### config.mk
export PLATFORM = sky130hd
export DESIGN_NAME = global_history
export DESIGN_NICKNAME = d
export VERILOG_FILES = /design/src/hw/bpred_pkg.sv /design/src/hw/global_history.sv
export SDC_FILE = /design/constraint.sdc
export NUM_CORES = 1
export LEC_CHECK = 0
export BUFFER_PORTS_ARGS = -buffer_cell sky130_fd_sc_hd__buf_4
export CAP_MARGIN = 10
export CORE_MARGIN = 1.5
export CORE_UTILIZATION = 40
export CTS_CLUSTER_SIZE = 30
export DETAILED_ROUTE_END_ITERATION = 10
export GPL_TIMING_DRIVEN = 0
export PLACE_DENSITY = 0.68
export SYNTH_ARGS = -nofsm -noshare
export SYNTH_HDL_FRONTEND = slang
export SYNTH_SLANG_ARGS = --single-unit
### constraint.sdc
create_clock -name clk -period 1.7 [get_ports clk]
set_clock_uncertainty 0.2 [all_clocks]
set_input_delay 0 -clock clk [delete_from_list [all_inputs] [get_ports clk]]
set_output_delay 0 -clock clk [all_outputs]
set_load 0.005 [all_outputs]
### src/hw/bpred_pkg.sv
/*
  Shared sizes, counter encoding and counter helpers for the tournament predictor.
  All tables share one index width, and the history width must equal it so the
  gshare XOR covers the whole index. PCs are word aligned.
*/
`default_nettype none

package bpred_pkg;

	// Core data path width, only the PC is used here
	localparam int BP_PC_W = 32;

	// Index width of every table
	localparam int BP_INDEX_W = 10;
	localparam int BP_ENTRIES = 1 << BP_INDEX_W;

	// Global history length, equal to the index width for a full gshare XOR
	localparam int BP_HIST_W = 10;

	// Bits [1:0] of a word aligned PC carry no information
	localparam int BP_PC_LSB = 2;

	// 2-bit saturating counter, weak not taken is the reset value
	typedef enum logic [1:0] {
		st_strong_nt = 2'd0,
		st_weak_nt   = 2'd1,
		st_weak_t    = 2'd2,
		st_strong_t  = 2'd3
	} sat_state_e;

	// Upper half of the range means taken
	function automatic logic sat_taken(input sat_state_e state);
		return (state == st_weak_t) || (state == st_strong_t);
	endfunction

	// One step toward taken when up is set, toward not taken otherwise
	function automatic sat_state_e sat_next(input sat_state_e state, input logic up);
		sat_state_e nxt;
		nxt = state;
		case (state)
			st_strong_nt: nxt = up ? st_weak_nt : st_strong_nt;
			st_weak_nt:   nxt = up ? st_weak_t : st_strong_nt;
			st_weak_t:    nxt = up ? st_strong_t : st_weak_nt;
			st_strong_t:  nxt = up ? st_strong_t : st_weak_t;
			default:      nxt = st_weak_nt;
		endcase
		return nxt;
	endfunction

endpackage

`default_nettype wire
### src/hw/global_history.sv
/*
  Speculative and committed global history, newest outcome at bit 0.
  o_spec_hist is the value the speculative register takes at the next edge,
  so a request in the cycle after a prediction or a restore already sees it.
  A restore wins over a speculative shift in the same cycle.
*/
`timescale 1ns/1ps
`default_nettype none

module global_history import bpred_pkg::*; (
	input  wire logic                 clk,
	input  wire logic                 i_reset,

	// Shift by the prediction made this cycle
	input  wire logic                 i_spec_shift,
	input  wire logic                 i_spec_bit,

	// Shift by a resolved branch
	input  wire logic                 i_commit,
	input  wire logic                 i_commit_bit,

	// Misprediction, copy committed history into the speculative one
	input  wire logic                 i_restore,

	output logic      [BP_HIST_W-1:0] o_spec_hist
);

	logic [BP_HIST_W-1:0] spec_q;
	logic [BP_HIST_W-1:0] commit_q;
	logic [BP_HIST_W-1:0] commit_next;
	logic [BP_HIST_W-1:0] spec_next;

	// Committed history including this cycle's resolution
	always_comb begin
		commit_next = commit_q;
		if (i_commit) begin
			commit_next = {commit_q[BP_HIST_W-2:0], i_commit_bit};
		end
	end

	// Restore takes the updated committed value
	// so the resolving branch's own outcome is kept
	always_comb begin
		if (i_restore) begin
			spec_next = commit_next;
		end else if (i_spec_shift) begin
			spec_next = {spec_q[BP_HIST_W-2:0], i_spec_bit};
		end else begin
			spec_next = spec_q;
		end
	end

	always_ff @(posedge clk) begin
		if (i_reset) begin
			spec_q   <= '0;
			commit_q <= '0;
		end else begin
			spec_q   <= spec_next;
			commit_q <= commit_next;
		end
	end

	// Forward the pending value to the index logic
	assign o_spec_hist = spec_next;

endmodule

`default_nettype wire

==> results of run 1 <==
-- state kept, by name (all words and copies together), names as in the netlist --
signal	flops
commit_q	10
spec_q	10
-- final cells by class --
type                            instances  area (µm²)  area share [%]
Multi-Input combinational cell         52       416.7           38.01
Sequential cell                        20       400.4           36.53
Timing Repair Buffer                   21       175.2           15.98
Buffer                                  6       47.55           4.338
Tap cell                               27       33.78           3.082
Clock buffer                            3       22.52           2.055
-- stage by stage --
stage | hold WS [ns] | power [W] | util (%) | setup WS (ns) | cell area (µm²)
after floorplan | -0.01295 | 0.0005479 | - | 0.8157 | 860.8
after global placement | 0.1078 | 0.0005736 | 49.94 | 0.6576 | 999.7
after detailed placement | 0.1178 | 0.0005741 | 49.94 | 0.6163 | 999.7
after CTS | 0.3400 | 0.0008091 | 55.56 | 0.03262 | 1112
after global routing | 0.3740 | 0.0008528 | 54.75 | 0.04157 | 1096
final | 0.3192 | 0.0008008 | 54.75 | 0.08693 | 1096
-- metal layers --
layer | wire length [µm] | up-vias | track usage [%]
met5 | 0 | - | 0
met3 | 37 | 5 | 2.761
met4 | 51 | 0 | 11.11
met1 | 779 | 300 | 20.08
li1 | - | 333 | -
met2 | 855 | 10 | 24.55
-- cell families after synthesis --
family | share of synthesized area, %
buf+inv | 5.521
simple gates | 5.815
flops | 46.51
compound gates | 7.267
mux | 34.88
-- worst paths after layout --
kind	start	endpoint	depth (start not counted)
hold reg to reg	commit_q[9]$_SDFF_PP0_	commit_q[9]$_SDFF_PP0_	2
hold / removal	i_commit_bit	commit_q[0]$_SDFF_PP0_	4
setup reg to reg	spec_q[0]$_SDFF_PP0_	spec_q[0]$_SDFF_PP0_	3
setup / recovery	i_spec_shift	spec_q[0]$_SDFF_PP0_	5
-- worst max-delay path: cells and delay by family --
kind | cells | cell delay, ns
buffers and inverters | 3 | 1.28
muxes | 1 | 0.23
AOI/OAI and AO/OA | 1 | 0.08
-- repair_timing --
item | 4_1_cts | 5_1_grt
resized for setup | 0 | 1
setup endpoints to repair | 0 | 3
hold buffers | 9 | 0
endpoints found under the hold margin | 20 | 0
-- cell usage in the layout (no fill, tap or decap) --
master,count
dfxtp_1,20
buf_6,3
clkbuf_1,1
o22ai_1,10
buf_2,1
mux2i_2,1
nand2b_1,1
clkbuf_4,3
dlygate4sd3_1,7
or2_1,1
nor2_1,10
mux2i_1,29
buf_4,14
clkbuf_2,1
-- power groups by stage --
stage / sequential (W) / combinational (W) / clock [W]
after floorplan: 0.000488 / 0.0000603 / 0
final: 0.000478 / 0.000101 / 0.000221
after detailed placement: 0.000489 / 0.0000855 / 0
after global routing: 0.000479 / 0.000110 / 0.000263
after CTS: 0.000478 / 0.000103 / 0.000228
after global placement: 0.000488 / 0.0000853 / 0
==> flow_summary.json, run 1 <==
{
  "worst_ep_arrival_time_ns": 1.60,
  "cts_made_buffers": 3,
  "pwr-share-comb_pct": 12.7,
  "power_switching_w": 0.0001875,
  "synthArstFlopShare_pct": 0,
  "routed_wl_mm": 1.723,
  "hp-class": "input pin to register",
  "antenna_cells": 0,
  "crit_chain": "dlygate4sd3_1 -> buf_6 -> mux2i_1 -> dlygate4sd3_1 -> o22ai_1",
  "die_y_um": 49.39,
  "end_kind": "register",
  "path_class": "input pin to register",
  "initial_core_util_pct": 43.00,
  "power.density_nw_per_um2": 730.6,
  "crit_path_max_fanout": 10,
  "grt_pass1_wl_mm": 2.808,
  "gp_congestion": 0.6986,
  "pwr-share-seq_pct": 59.7,
  "grt_overflow_total": 0,
  "antenna_found_initial": 0,
  "numPortBuffers": 14,
  "antenna_left": 0,
  "fmax_mhz": 619.9,
  "leakagePower_nw": 0.5015,
  "crit_slowest_cell": "dlygate4sd3_1",
  "rsz0062_at_grt": "false",
  "gr-usage-all-layers_pct": 15.93,
  "drc": 0,
  "drt_pass1_iterations": 4,
  "min_period_ns": 1.613,
  "drt_iter0_drc": 4,
  "yosysTopAreaCell": "dfxtp_1",
  "yosys_most_used_dff": "dfxtp_1",
  "worstPathRequired_ns": 1.69,
  "worstSkewPairLatency_ns": 0.30,
  "fin_crit_sh_pct": 94.89,
  "yosysMostFrequentCell": "mux2i_1",
  "finalHoldViolCount": 0,
  "ys_ff_latch": 20,
  "status": "complete, no violations",
  "start_kind": "input pin",
  "final_cells": 129,
  "crit_top_cell": "dlygate4sd3_1",
  "final_max_slew_viol_count": 0,
  "synth_warnings": 0,
  "grt_pass1_vias": 623,
  "synth_top_area_share_pct": 46.51,
  "synth_cell_types": 10,
  "synth-edff-count": 0,
  "layout-drive-gt1-share_pct": 22.55,
  "setup_viol": 0,
  "ios": 17,
  "postCtsSetupBuffers": 0,
  "cts-root-buf": "clkbuf_4",
  "grt_max_degree": 11,
  "critical_path.max_stage_delay_ns": 0.57,
  "nNetsFinal": 111,
  "syn_avg_cell_area_um2": 11.04,
  "cts.sink_count": 20,
  "coreArea_um2": 2002,
  "vias": 648,
  "p_clk_share_pct": 27.6,
  "synth_area_leaders": "dfxtp_1, mux2i_1, o22ai_1, nor2_1, buf_6",
  "die-area_um2": 2439,
  "vias_per_cell": 5.023,
  "ir_drop_v": 0.0003857,
  "synth_common_cells": "mux2i_1, dfxtp_1, nor2_1, o22ai_1, buf_6",
  "path_clk_slew_ns": 0.10,
  "fin_setup_tns_ns": 0,
  "syn_nets": 85,
  "seq_area_frac_synth_pct": 46.51,
  "syn_to_final_growth_pct": 27.33,
  "syn_area_um2": 860.8,
  "cts_tree": "yes",
  "dp.cells": 119,
  "cts_buffer_depth": 2,
  "cap_viol_max_count": 0,
  "htree_levels": 1,
  "r2r_setup_slack_ns": 0.24,
  "routedWlPerCell_um": 13.36,
  "fp-row-count": 16,
  "nFillCells": 198,
  "p_int_w": 0.0006132,
  "p_sw_share_pct": 23.42,
  "timing.slew.headroom_pct": 73.71,
  "die_w_um": 49.39,
  "worst_pin_slew_ns": 0.3943,
  "postSynthCellCount": 78
}
Power figures use the tool's default switching activity.
==> run 2: changes to the inputs <==
- CTS_BUF_LIST: unset -> sky130_fd_sc_hd__clkbuf_4
- clock period: 1.7 -> 2 ns (I/O delays scaled with it)
==> flow_summary.json, run 2 (synthesis results as in run 1) <==
{
  "worstPathRequired_ns": 2.05,
  "antenna_left": 0,
  "antenna_found_initial": 0,
  "numPortBuffers": 14,
  "gr-usage-all-layers_pct": 15.93,
  "rsz0062_at_grt": "false",
  "vias_per_cell": 5.038,
  "antenna_cells": 0,
  "total_power_w": 0.0006820,
  "ir_drop_v": 0.0003268,
  "layout.cells.most_common": "mux2i_1",
  "drt-met1-wl_um": 792,
  "layout_common_cells": "mux2i_1, dfxtp_1, buf_4",
  "fin_setup_tns_ns": 0,
  "die-area_um2": 2439,
  "setup_viol": 0,
  "grt_pass1_vias": 623,
  "coreArea_um2": 2002,
  "routedWlPerCell_um": 13.32,
  "cts_buffer_depth": 2,
  "fmax_mhz": 572.4,
  "drt_iter0_drc": 6,
  "gp_congestion": 0.6986,
  "pre_cts_ws_ns": 0.9163,
  "finalHoldViolCount": 0,
  "setup_ws_ns": 0.2529,
  "crit_path_max_fanout": 10,
  "crit_top_cell": "dlygate4sd3_1",
  "cts.sink_count": 20,
  "grt_pass1_wl_mm": 2.808,
  "path_class": "input pin to register",
  "design_area_um2": 1112,
  "drc": 0,
  "final_max_slew_viol_count": 0,
  "utilization_pct": 55.56,
  "reg.largest.list": "commit_q: 10 flops, spec_q: 10 flops",
  "maxUsedRoutingLayer": "met4",
  "ios": 17,
  "grt_overflow_total": 0,
  "cap_viol_max_count": 0,
  "worstSkewPairLatency_ns": 0.30,
  "fin_crit_sh_pct": 87.36,
  "timing.slew.headroom_pct": 73.69,
  "r2r_setup_slack_ns": 0.45,
  "place_area_um2": 999.7,
  "cts_made_buffers": 3,
  "status": "complete, no violations",
  "cts_tree": "yes",
  "hp-class": "register to register",
  "drt_pass1_iterations": 4,
  "grt_max_degree": 11,
  "power.density_nw_per_um2": 613.1,
  "fp-row-count": 16,
  "nNetsFinal": 113,
  "min_period_ns": 1.747,
  "post_cts_resized": 0,
  "htree_levels": 1,
  "worst_ep_arrival_time_ns": 1.80,
  "initial_core_util_pct": 43.00,
  "cts-root-buf": "clkbuf_4",
  "vias": 660,
  "start_kind": "input pin",
  "path_clk_slew_ns": 0.11,
  "met2_length_um": 864,
  "route.met3.wl_um": 37,
  "critical_path.max_stage_delay_ns": 0.57,
  "leakagePower_nw": 0.5139,
  "syn_to_final_growth_pct": 29.22,
  "routed_wl_mm": 1.745,
  "end_kind": "register",
  "die_y_um": 49.39,
  "layout-drive-gt1-share_pct": 21.15,
  "crit_chain": "dlygate4sd3_1 -> buf_4 -> or2_1 -> buf_6 -> o22ai_1 -> dlygate4sd3_1",
  "worst_pin_slew_ns": 0.3946,
  "crit_slowest_cell": "dlygate4sd3_1",
  "die_w_um": 49.39
}
-- run 2: cell types whose count changed in the layout (fill, tap and decap cells not counted) --
cell and delta:
dlygate4sd3_1 +2, mux2i_1 +1, mux2i_2 -1
-- run 2: path summary, 6_finish.rpt --
kind	startpoint	end	cells after the start
min reg2reg	commit_q[9]$_SDFF_PP0_	commit_q[9]$_SDFF_PP0_	2
max	i_restore	spec_q[4]$_SDFF_PP0_	6
min	commit_q[9]$_SDFF_PP0_	commit_q[9]$_SDFF_PP0_	2
max reg2reg	commit_q[3]$_SDFF_PP0_	spec_q[4]$_SDFF_PP0_	3
-- run 2: area by class of cell --
class / instances / area, µm²
Buffer: 6 / 47.55
Clock buffer: 3 / 22.52
Fill cell: 196 / 889.6
Multi-Input combinational cell: 52 / 412.9
Sequential cell: 20 / 400.4
Tap cell: 27 / 33.78
Timing Repair Buffer: 23 / 195.2
-- run 2: per-stage QoR --
| stage | cells | hold slack (ns) |
|---|---|---|
| after global routing | 131 | 0.3813 |
| after CTS | 131 | 0.3400 |
| after floorplan | 78 | -0.01295 |
| final | 131 | 0.3352 |
| after global placement | 119 | 0.1078 |
| after detailed placement | 119 | 0.1178 |
-- run 2: layer usage --
metal  up-vias  GRT usage, %
met2        10         24.55
li1        336             -
met1       309         20.08
met3         5         2.761
met5         -             0
met4         0         11.11
-- run 2: where the power goes --
group | switching [W] | internal [W] | leakage, nW
Sequential | 0.00000264 | 0.000403 | 0.162
Combinational | 0.0000390 | 0.0000487 | 0.338
Clock | 0.000118 | 0.0000702 | 0.0138
Total | 0.000160 | 0.000522 | 0.514
-- run 2: timing repair --
action                                 4_1_cts  5_1_grt
hold buffers                                 9        0
endpoints found under the hold margin       20        0
buffers inserted                             0        0
-- run 2: critical path: cells and delay by family --
kind | cells | cell delay (ns)
compound gates | 1 | 0.15
simple gates | 1 | 0.23
buf+inv | 4 | 1.42
