[config.mk]
export PLATFORM = sky130hd
export DESIGN_NAME = bpred_update
export DESIGN_NICKNAME = d
export VERILOG_FILES = /design/src/hw/bpred_pkg.sv /design/src/hw/bpred_update.sv
export SDC_FILE = /design/constraint.sdc
export NUM_CORES = 1
export LEC_CHECK = 0
export BUFFER_PORTS_ARGS = -buffer_cell sky130_fd_sc_hd__buf_4
export CAP_MARGIN = 20
export CORE_MARGIN = 2
export CORE_UTILIZATION = 33
export DETAILED_ROUTE_END_ITERATION = 7
export HOLD_SLACK_MARGIN = 0.05
export PLACE_DENSITY = 0.83
export SYNTH_ARGS = -nofsm -noshare
export SYNTH_HDL_FRONTEND = slang
export SYNTH_SLANG_ARGS = --single-unit
export TNS_END_PERCENT = 20
[constraint.sdc]
create_clock -name clk -period 1.2 [get_ports clk]
set_clock_uncertainty 0.15 [all_clocks]
set_input_delay 0.12 -clock clk [delete_from_list [all_inputs] [get_ports clk]]
set_output_delay 0.12 -clock clk [all_outputs]
set_load 0.03 [all_outputs]
[src/hw/bpred_pkg.sv]
/*
  Shared sizes, counter encoding and counter helpers for the tournament predictor.
  All tables share one index width, and the history width must equal it so the
  gshare XOR covers the whole index. PCs are word aligned.
*/
`default_nettype none

package bpred_pkg;

	// Core data path width, only the PC is used here
	localparam int BP_PC_W = 32;

	// Index width of every table
	localparam int BP_INDEX_W = 10;
	localparam int BP_ENTRIES = 1 << BP_INDEX_W;

	// Global history length, equal to the index width for a full gshare XOR
	localparam int BP_HIST_W = 10;

	// Bits [1:0] of a word aligned PC carry no information
	localparam int BP_PC_LSB = 2;

	// 2-bit saturating counter, weak not taken is the reset value
	typedef enum logic [1:0] {
		st_strong_nt = 2'd0,
		st_weak_nt   = 2'd1,
		st_weak_t    = 2'd2,
		st_strong_t  = 2'd3
	} sat_state_e;

	// Upper half of the range means taken
	function automatic logic sat_taken(input sat_state_e state);
		return (state == st_weak_t) || (state == st_strong_t);
	endfunction

	// One step toward taken when up is set, toward not taken otherwise
	function automatic sat_state_e sat_next(input sat_state_e state, input logic up);
		sat_state_e nxt;
		nxt = state;
		case (state)
			st_strong_nt: nxt = up ? st_weak_nt : st_strong_nt;
			st_weak_nt:   nxt = up ? st_weak_t : st_strong_nt;
			st_weak_t:    nxt = up ? st_strong_t : st_weak_nt;
			st_strong_t:  nxt = up ? st_strong_t : st_weak_t;
			default:      nxt = st_weak_nt;
		endcase
		return nxt;
	endfunction

endpackage

`default_nettype wire
[src/hw/bpred_update.sv]
/*
  Resolution stage: one register on the returned branch, then update commands.
  Indexes are rebuilt from the returned PC and history, so the caller must hand
  back exactly the metadata captured at prediction time.
  The choice table is indexed by PC bits, the same as the local table.
*/
`timescale 1ns/1ps
`default_nettype none

module bpred_update import bpred_pkg::*; (
	input  wire logic                  clk,
	input  wire logic                  i_reset,

	// Resolved branch with its prediction metadata
	input  wire logic                  i_res_valid,
	input  wire logic [BP_PC_W-1:0]    i_res_pc,
	input  wire logic                  i_res_taken,
	input  wire logic [BP_HIST_W-1:0]  i_res_hist,
	input  wire logic                  i_res_global,
	input  wire logic                  i_res_local,
	input  wire logic                  i_res_choice,

	// Component table training, both move toward the actual outcome
	output logic                       o_local_upd_en,
	output logic      [BP_INDEX_W-1:0] o_local_upd_idx,
	output logic                       o_global_upd_en,
	output logic      [BP_INDEX_W-1:0] o_global_upd_idx,
	output logic                       o_upd_up,

	// Choice training
	output logic                       o_choice_upd_en,
	output logic      [BP_INDEX_W-1:0] o_choice_upd_idx,
	output logic                       o_choice_up,

	// History control
	output logic                       o_commit,
	output logic                       o_restore,

	output logic                       o_mispredict
);

	// Control part of the stage register
	logic                  valid_q;
	logic                  mispredict_q;

	// Payload part, qualified by valid_q
	logic [BP_PC_W-1:0]    pc_q;
	logic                  taken_q;
	logic [BP_HIST_W-1:0]  hist_q;
	logic                  global_q;
	logic                  local_q;
	logic                  choice_q;

	logic [BP_INDEX_W-1:0] pc_idx;
	logic                  final_pred;
	logic                  mispred;

	always_ff @(posedge clk) begin
		if (i_reset) begin
			valid_q <= 1'b0;
		end else begin
			valid_q <= i_res_valid;
		end
	end

	always_ff @(posedge clk) begin
		if (i_res_valid) begin
			pc_q     <= i_res_pc;
			taken_q  <= i_res_taken;
			hist_q   <= i_res_hist;
			global_q <= i_res_global;
			local_q  <= i_res_local;
			choice_q <= i_res_choice;
		end
	end

	// Same index bits as the prediction side
	assign pc_idx = pc_q[BP_PC_LSB +: BP_INDEX_W];

	assign o_local_upd_en   = valid_q;
	assign o_local_upd_idx  = pc_idx;
	assign o_global_upd_en  = valid_q;
	assign o_global_upd_idx = pc_idx ^ hist_q;
	assign o_upd_up         = taken_q;

	// Only a disagreement says anything about which component is better
	assign o_choice_upd_en  = valid_q && (global_q != local_q);
	assign o_choice_upd_idx = pc_idx;
	assign o_choice_up      = (global_q == taken_q);

	// Final prediction as it was made, from the returned choice bit
	assign final_pred = choice_q ? global_q : local_q;
	assign mispred    = valid_q && (final_pred != taken_q);

	// Every resolved branch enters the committed history
	assign o_commit  = valid_q;
	assign o_restore = mispred;

	// Pulse one cycle after the tables are written
	always_ff @(posedge clk) begin
		if (i_reset) begin
			mispredict_q <= 1'b0;
		end else begin
			mispredict_q <= mispred;
		end
	end

	assign o_mispredict = mispredict_q;

endmodule

`default_nettype wire

==> out/qor.txt, run 1 <==
status = finished, violations left
violated checks = setup timing
Num CTS Buffers = 3
min Tclk post-route = 1.70 ns
leakage = 0.872 nW
Achievable Freq = 589 MHz
Seq/Total Area, Yosys = 74.1%
synth cell count leaders = 24 x edfxtp_1, 12 x buf_4, 11 x xor2_1
# rows = 20
Final Max Tran Viols = 0
CP Capture Type = output port
unrepaired setup endpoints after global routing = yes
Crit path arrival time = 1.43 ns
async set-or-reset flop fraction in the synthesized netlist = 0%
total gr overflow = 0
core area = 3000 um^2
top-count cell post-synth = edfxtp_1
EDFF count, synth = 24
gpl congestion = 0.617
Worst Hold Class = in -> reg
synthesized cell area = 1030 um^2
endpoints failing hold = 0
Synth Area per Inst = 17.4 um^2
period utilization = 141%
n_diodes = 0
CTS clock-pin slew for the worst setup and hold paths = 0.14 ns
H-tree levels = 1
Final Util = 66.3%
gr usage total = 13.2%
via/cell ratio = 4.19
P&R area growth vs syn = 93.7%
CP Launch Type = flip-flop
initial DRC count = 8
routed vias = 792
Synth Flop Type = edfxtp_1
WP data required = 0.93 ns
drc violations = 0
setup ws final = -0.498 ns
Pwr Density = 1150 nW/um^2
Die H = 59.8 um
Clock Path Buffers = 2
synth warn = 0
buffers added on ports = 64
max-cap violation count = 0
Multi-input gate area = 223 um^2
CTS tree = built
count of antenna-violating nets left after detailed routing = 0
largest net degree at the start of global routing = 26
Die X = 59.8 um
CTS root buf = clkbuf_4
first drt pass iteration count = 3
placed insts = 149
Slew Limit Headroom = 79.7%
Yosys top cell by area = edfxtp_1
share of cells above drive strength 1 = 56.4%
nets@finish = 206
Worst Tran Pin Value = 0.304 ns
CTS sink count = 26
WL/cell = 12.1 um
WS Path Type = reg -> out
Starting Density = 34.2%
Clk Latency, worst-skew pair = 0.30 ns
Cell variety after synth = 12
worst hold margin = 0.0619 ns
Synth Net Count = 108
Synth top area share = 70.2%
drt total wl = 2300 um
crit-path max FO = 2
top post-synthesis cells by area = edfxtp_1 70%, xor2_1 9.4%, buf_4 8.8%
die area = 3570 um^2
pre-CTS WS = -0.203 ns
final non-filler cell total = 189
FF/Latch Area = 762 um^2
IO Pins = 87
Mapped Cells = 59
first-pass GRT wire length = 3420 um
# setup viols final = 35
synthesis-stage register bit count = 26
filler cell count = 210
VDD IR max = 0.680 mV
initial antenna violation count = 0
vias in the first global route = 793
==> layout make-up <==
cell class / instances / share of cell area [%]
repair buffers: 105 / 47.1
flip-flops and latches: 26 / 38.3
clock buffers: 3 / 1.13
clock inverters: 1 / 0.189
well taps: 33 / 2.08
multi-input cells: 21 / 11.2
==> worst max-delay path, cell delays in order (launching register included) <==
cell and delay [ns]:
edfxtp_1 0.42, mux2i_4 0.30, mux2i_4 0.26, buf_6 0.15
==> per-layer routing <==
metal | vias up | share of wire [%] | wire length [um] | global-route usage, %
met5 | - | 0 | 0 | 0
met4 | 0 | 0.35 | 8 | 4.76
met3 | 2 | 5.0 | 115 | 1.95
met2 | 35 | 60 | 1390 | 27.3
met1 | 366 | 34 | 785 | 12.7
li1 | 389 | - | - | -
==> through the flow <==
| step | instance area [um^2] | setup TNS [ns] | total power, mW |
|---|---|---|---|
| finish | 1990 | -4.51 | 2.28 |
| global placement | 1520 | -0.196 | 1.75 |
| detailed placement | 1520 | -0.332 | 1.76 |
| floorplan | 1050 | -2.01 | 1.50 |
| CTS | 1930 | -4.51 | 2.26 |
| global route | 1990 | -6.25 | 2.37 |
==> power by group <==
part / switching [mW] / leakage, nW / internal, mW
Combinational: 0.405 / 0.605 / 0.401
Clock: 0.240 / 0.0154 / 0.121
Sequential: 0.0468 / 0.252 / 1.07
Total: 0.692 / 0.872 / 1.59
==> cells in the final DEF (no fill, tap or decap), types with 2 or more instances in the layout <==
| cell type | n |
|---|---|
| edfxtp_1 | 24 |
| mux2i_4 | 2 |
| clkbuf_4 | 3 |
| buf_6 | 23 |
| dlygate4sd3_1 | 25 |
| xor2_1 | 11 |
| buf_4 | 57 |
==> registers in the layout, indices dropped and copies added (netlist names) <==
name / count
choice_q: 1
local_q: 1
o_commit: 1
o_mispredict: 1
pc_q: 10
global_q: 1
hist_q: 10
o_upd_up: 1
==> cells by family (layout without fill, tap and decap cells) <==
| kind of cell | Yosys count | in the layout | share of synthesized area (%) |
|---|---|---|---|
| simple gates | 6 | 6 | 4.02 |
| flops | 26 | 26 | 74.1 |
| buf+inv | 12 | 109 | 8.77 |
| xor+xnor | 12 | 12 | 10.2 |
| mux | 3 | 3 | 2.92 |
==> path summary, 6_finish.rpt <==
path                    start            to  slack, ns  cells after the start
setup / recovery     choice_q     o_restore      -0.50                      3
hold / removal    i_res_valid     hist_q[8]       0.06                      1
setup reg to reg     choice_q  o_mispredict      -0.21                      5
hold reg to reg      o_commit  o_mispredict       0.52                      3
==> repair_timing <==
| item | CTS | global route |
|---|---|---|
| setup buffers | 7 | 4 |
| pin swaps | 3 | 1 |
| endpoints found under the setup margin | 38 | 38 |
| hold buffers | 25 | 0 |
| resized for setup | 20 | 7 |
| endpoints found under the hold margin | 26 | 0 |
Power figures use the tool's default switching activity.
==> run 2: changes to the inputs <==
--- a/config.mk
+++ b/config.mk
@@ -9,6 +9,7 @@
 export CAP_MARGIN = 20
 export CORE_MARGIN = 2
 export CORE_UTILIZATION = 33
+export CTS_BUF_LIST = sky130_fd_sc_hd__clkbuf_8 sky130_fd_sc_hd__clkbuf_16
 export DETAILED_ROUTE_END_ITERATION = 7
 export HOLD_SLACK_MARGIN = 0.05
 export PLACE_DENSITY = 0.83
==> run 2 against run 1 <==
  * The flow still finishes with violations (setup timing)
  * Via count fell by 2.5%
  * Routed wire length shrank 5.3%
  * Non-clock buffer count down 7
  * First-iteration DRC count down 50%
  * Clock-buffer cell count unchanged
  * Critical path type unchanged
  * Worst hold slack better by 0.058 ns
==> out/qor.txt, run 2 (synthesized netlist as in run 1, its figures left out) <==
status = finished, violations left (unchanged)
violated checks = setup timing (unchanged)
share of cells above drive strength 1 = 53.7% (was 56.4%)
Die X = 59.8 um (unchanged)
nets@finish = 199 (was 206)
reg2reg start = choice_q (unchanged)
commonest non-fill, non-tap cell in the layout = buf_4 (unchanged)
reg2reg end = o_mispredict (unchanged)
Slew Limit Headroom = 79.7% (about the same)
commonest cells after routing, fill and taps aside = 66 x buf_4, 25 x dlygate4sd3_1, 24 x edfxtp_1 (was 57 x buf_4, 25 x dlygate4sd3_1, 24 x edfxtp_1)
drt total wl = 2180 um (was 2300 um)
filler cell count = 218 (was 210)
CP Capture Type = output port (unchanged)
endpoints failing hold = 0 (unchanged)
Die H = 59.8 um (unchanged)
WP data required = 0.93 ns (about the same)
Num CTS Buffers = 3 (unchanged)
met2 usage = 25.5% (was 27.3%)
Crit path arrival time = 1.37 ns (was 1.43 ns)
Crit. Startpoint = choice_q (unchanged)
CTS root buf = clkbuf_8 (was clkbuf_4)
# rows = 20 (unchanged)
gpl congestion = 0.617 (unchanged)
total gr overflow = 0 (unchanged)
Starting Density = 34.2% (unchanged)
buffers added on ports = 64 (unchanged)
r2r worst-path depth = 5 (unchanged)
VDD IR max = 0.727 mV (was 0.680 mV)
CTS sink count = 26 (unchanged)
initial antenna violation count = 0 (unchanged)
n_diodes = 0 (unchanged)
slowest CP cell = edfxtp_1 (unchanged)
setup_tns = -2.35 ns (was -4.51 ns)
CTS clock-pin slew for the worst setup and hold paths = 0.08 ns (was 0.14 ns)
hold depth = 1 (unchanged)
R2R setup slack = -0.22 ns (was -0.21 ns)
core area = 3000 um^2 (unchanged)
leakage = 0.827 nW (was 0.872 nW)
worst hold start = i_res_valid (unchanged)
largest net degree at the start of global routing = 26 (unchanged)
# setup viols final = 15 (was 35)
Pwr Density = 1230 nW/um^2 (was 1150 nW/um^2)
CP Launch Type = flip-flop (unchanged)
WS Path Type = reg -> out (unchanged)
crit-path max FO = 2 (unchanged)
Clk Latency, worst-skew pair = 0.26 ns (was 0.30 ns)
period utilization = 137% (was 141%)
pre-CTS WS = -0.203 ns (unchanged)
CTS tree = built (unchanged)
first-pass GRT wire length = 3210 um (was 3420 um)
CP peak stage delay = 0.41 ns (was 0.42 ns)
Final Max Tran Viols = 0 (unchanged)
Worst Tran Pin Value = 0.305 ns (was 0.304 ns)
max-cap violation count = 0 (unchanged)
routed vias = 772 (was 792)
Achievable Freq = 610 MHz (was 589 MHz)
Worst Hold Class = in -> reg (unchanged)
unrepaired setup endpoints after global routing = yes (unchanged)
setup ws final = -0.438 ns (was -0.498 ns)
drc violations = 0 (unchanged)
initial DRC count = 4 (was 8)
WL/cell = 12.0 um (was 12.1 um)
Clock Path Buffers = 2 (unchanged)
GR Util met1 = 11.6% (was 12.7%)
crit-path cells = mux2i_4, mux2i_4, buf_6 (unchanged)
H-tree levels = 1 (unchanged)
P&R area growth vs syn = 84.4% (was 93.7%)
first drt pass iteration count = 4 (was 3)
IO Pins = 87 (unchanged)
GRT Max-Usage Layer = met2 (unchanged)
count of antenna-violating nets left after detailed routing = 0 (unchanged)
WHS Endpoint = hist_q[8] (unchanged)
gr usage total = 12.5% (was 13.2%)
die area = 3570 um^2 (unchanged)
most used cell, CP = mux2i_4 (unchanged)
via/cell ratio = 4.24 (was 4.19)
met3 Usage GRT = 2.81% (was 1.95%)
largest registers = hist_q: 10 flops, pc_q: 10 flops (unchanged)
vias in the first global route = 766 (was 793)
min Tclk post-route = 1.64 ns (was 1.70 ns)
run 2: critical path: cells and delay by family, from the launching register on:
kind / cells / cell delay (ns)
buf+inv: 1 / 0.15
flops: 1 / 0.41
mux: 2 / 0.56
run 2: routing by layer:
layer / part of all wire, % / vias up
met1: 33 / 361
met2: 60 / 35
li1: - / 374
met5: 0 / -
met3: 6.2 / 2
met4: 0.37 / 0
run 2: worst max path at each step:
stage / end / slack [ns] / cells past startpoint
2_1_floorplan: o_choice_up / -0.23 / 1
3_3_place_gp: o_restore / -0.16 / 3
3_5_place_dp: o_restore / -0.20 / 3
4_1_cts: o_restore / -0.45 / 3
5_1_grt: o_restore / -0.49 / 3
6_report: o_restore / -0.44 / 3
run 2: timing repair:
| action | CTS | global route |
|---|---|---|
| resized for setup | 8 | 2 |
| pin swaps | 3 | 0 |
| buffers inserted | 1 | 3 |
| cloned | 0 | 0 |
| hold buffers | 25 | 0 |
| setup endpoints to repair | 15 | 23 |
| endpoints found under the hold margin | 26 | 0 |
run 2: final cells by class:
| class | count | area, um^2 | area share, % |
|---|---|---|---|
| multi-input combinational | 21 | 223 | 11.8 |
| clock inverter | 1 | 3.75 | 0.198 |
| clock buffer | 3 | 41.3 | 2.18 |
| timing repair buffer | 98 | 825 | 43.5 |
| sequential | 26 | 761 | 40.2 |
| tap | 33 | 41.3 | 2.18 |
run 2: power by group:
part / internal (mW) / switching (mW) / total, mW
registers: 1.07 / 0.0485 / 1.12
clock network: 0.228 / 0.243 / 0.471
logic: 0.355 / 0.388 / 0.743
total: 1.65 / 0.679 / 2.33
run 2: metrics by stage:
step / util [%] / power [mW] / area, um^2 / std cells / hold WS [ns]
6_report: 63.1 / 2.33 / 1890 / 182 / 0.120
5_1_grt: 63.1 / 2.43 / 1890 / 182 / 0.124
3_5_place_dp: 50.5 / 1.76 / 1520 / 149 / 0.149
4_1_cts: 61.8 / 2.33 / 1860 / 179 / 0.115
2_1_floorplan: - / 1.50 / 1050 / 59 / 0.0416
3_3_place_gp: 50.5 / 1.75 / 1520 / 149 / 0.145
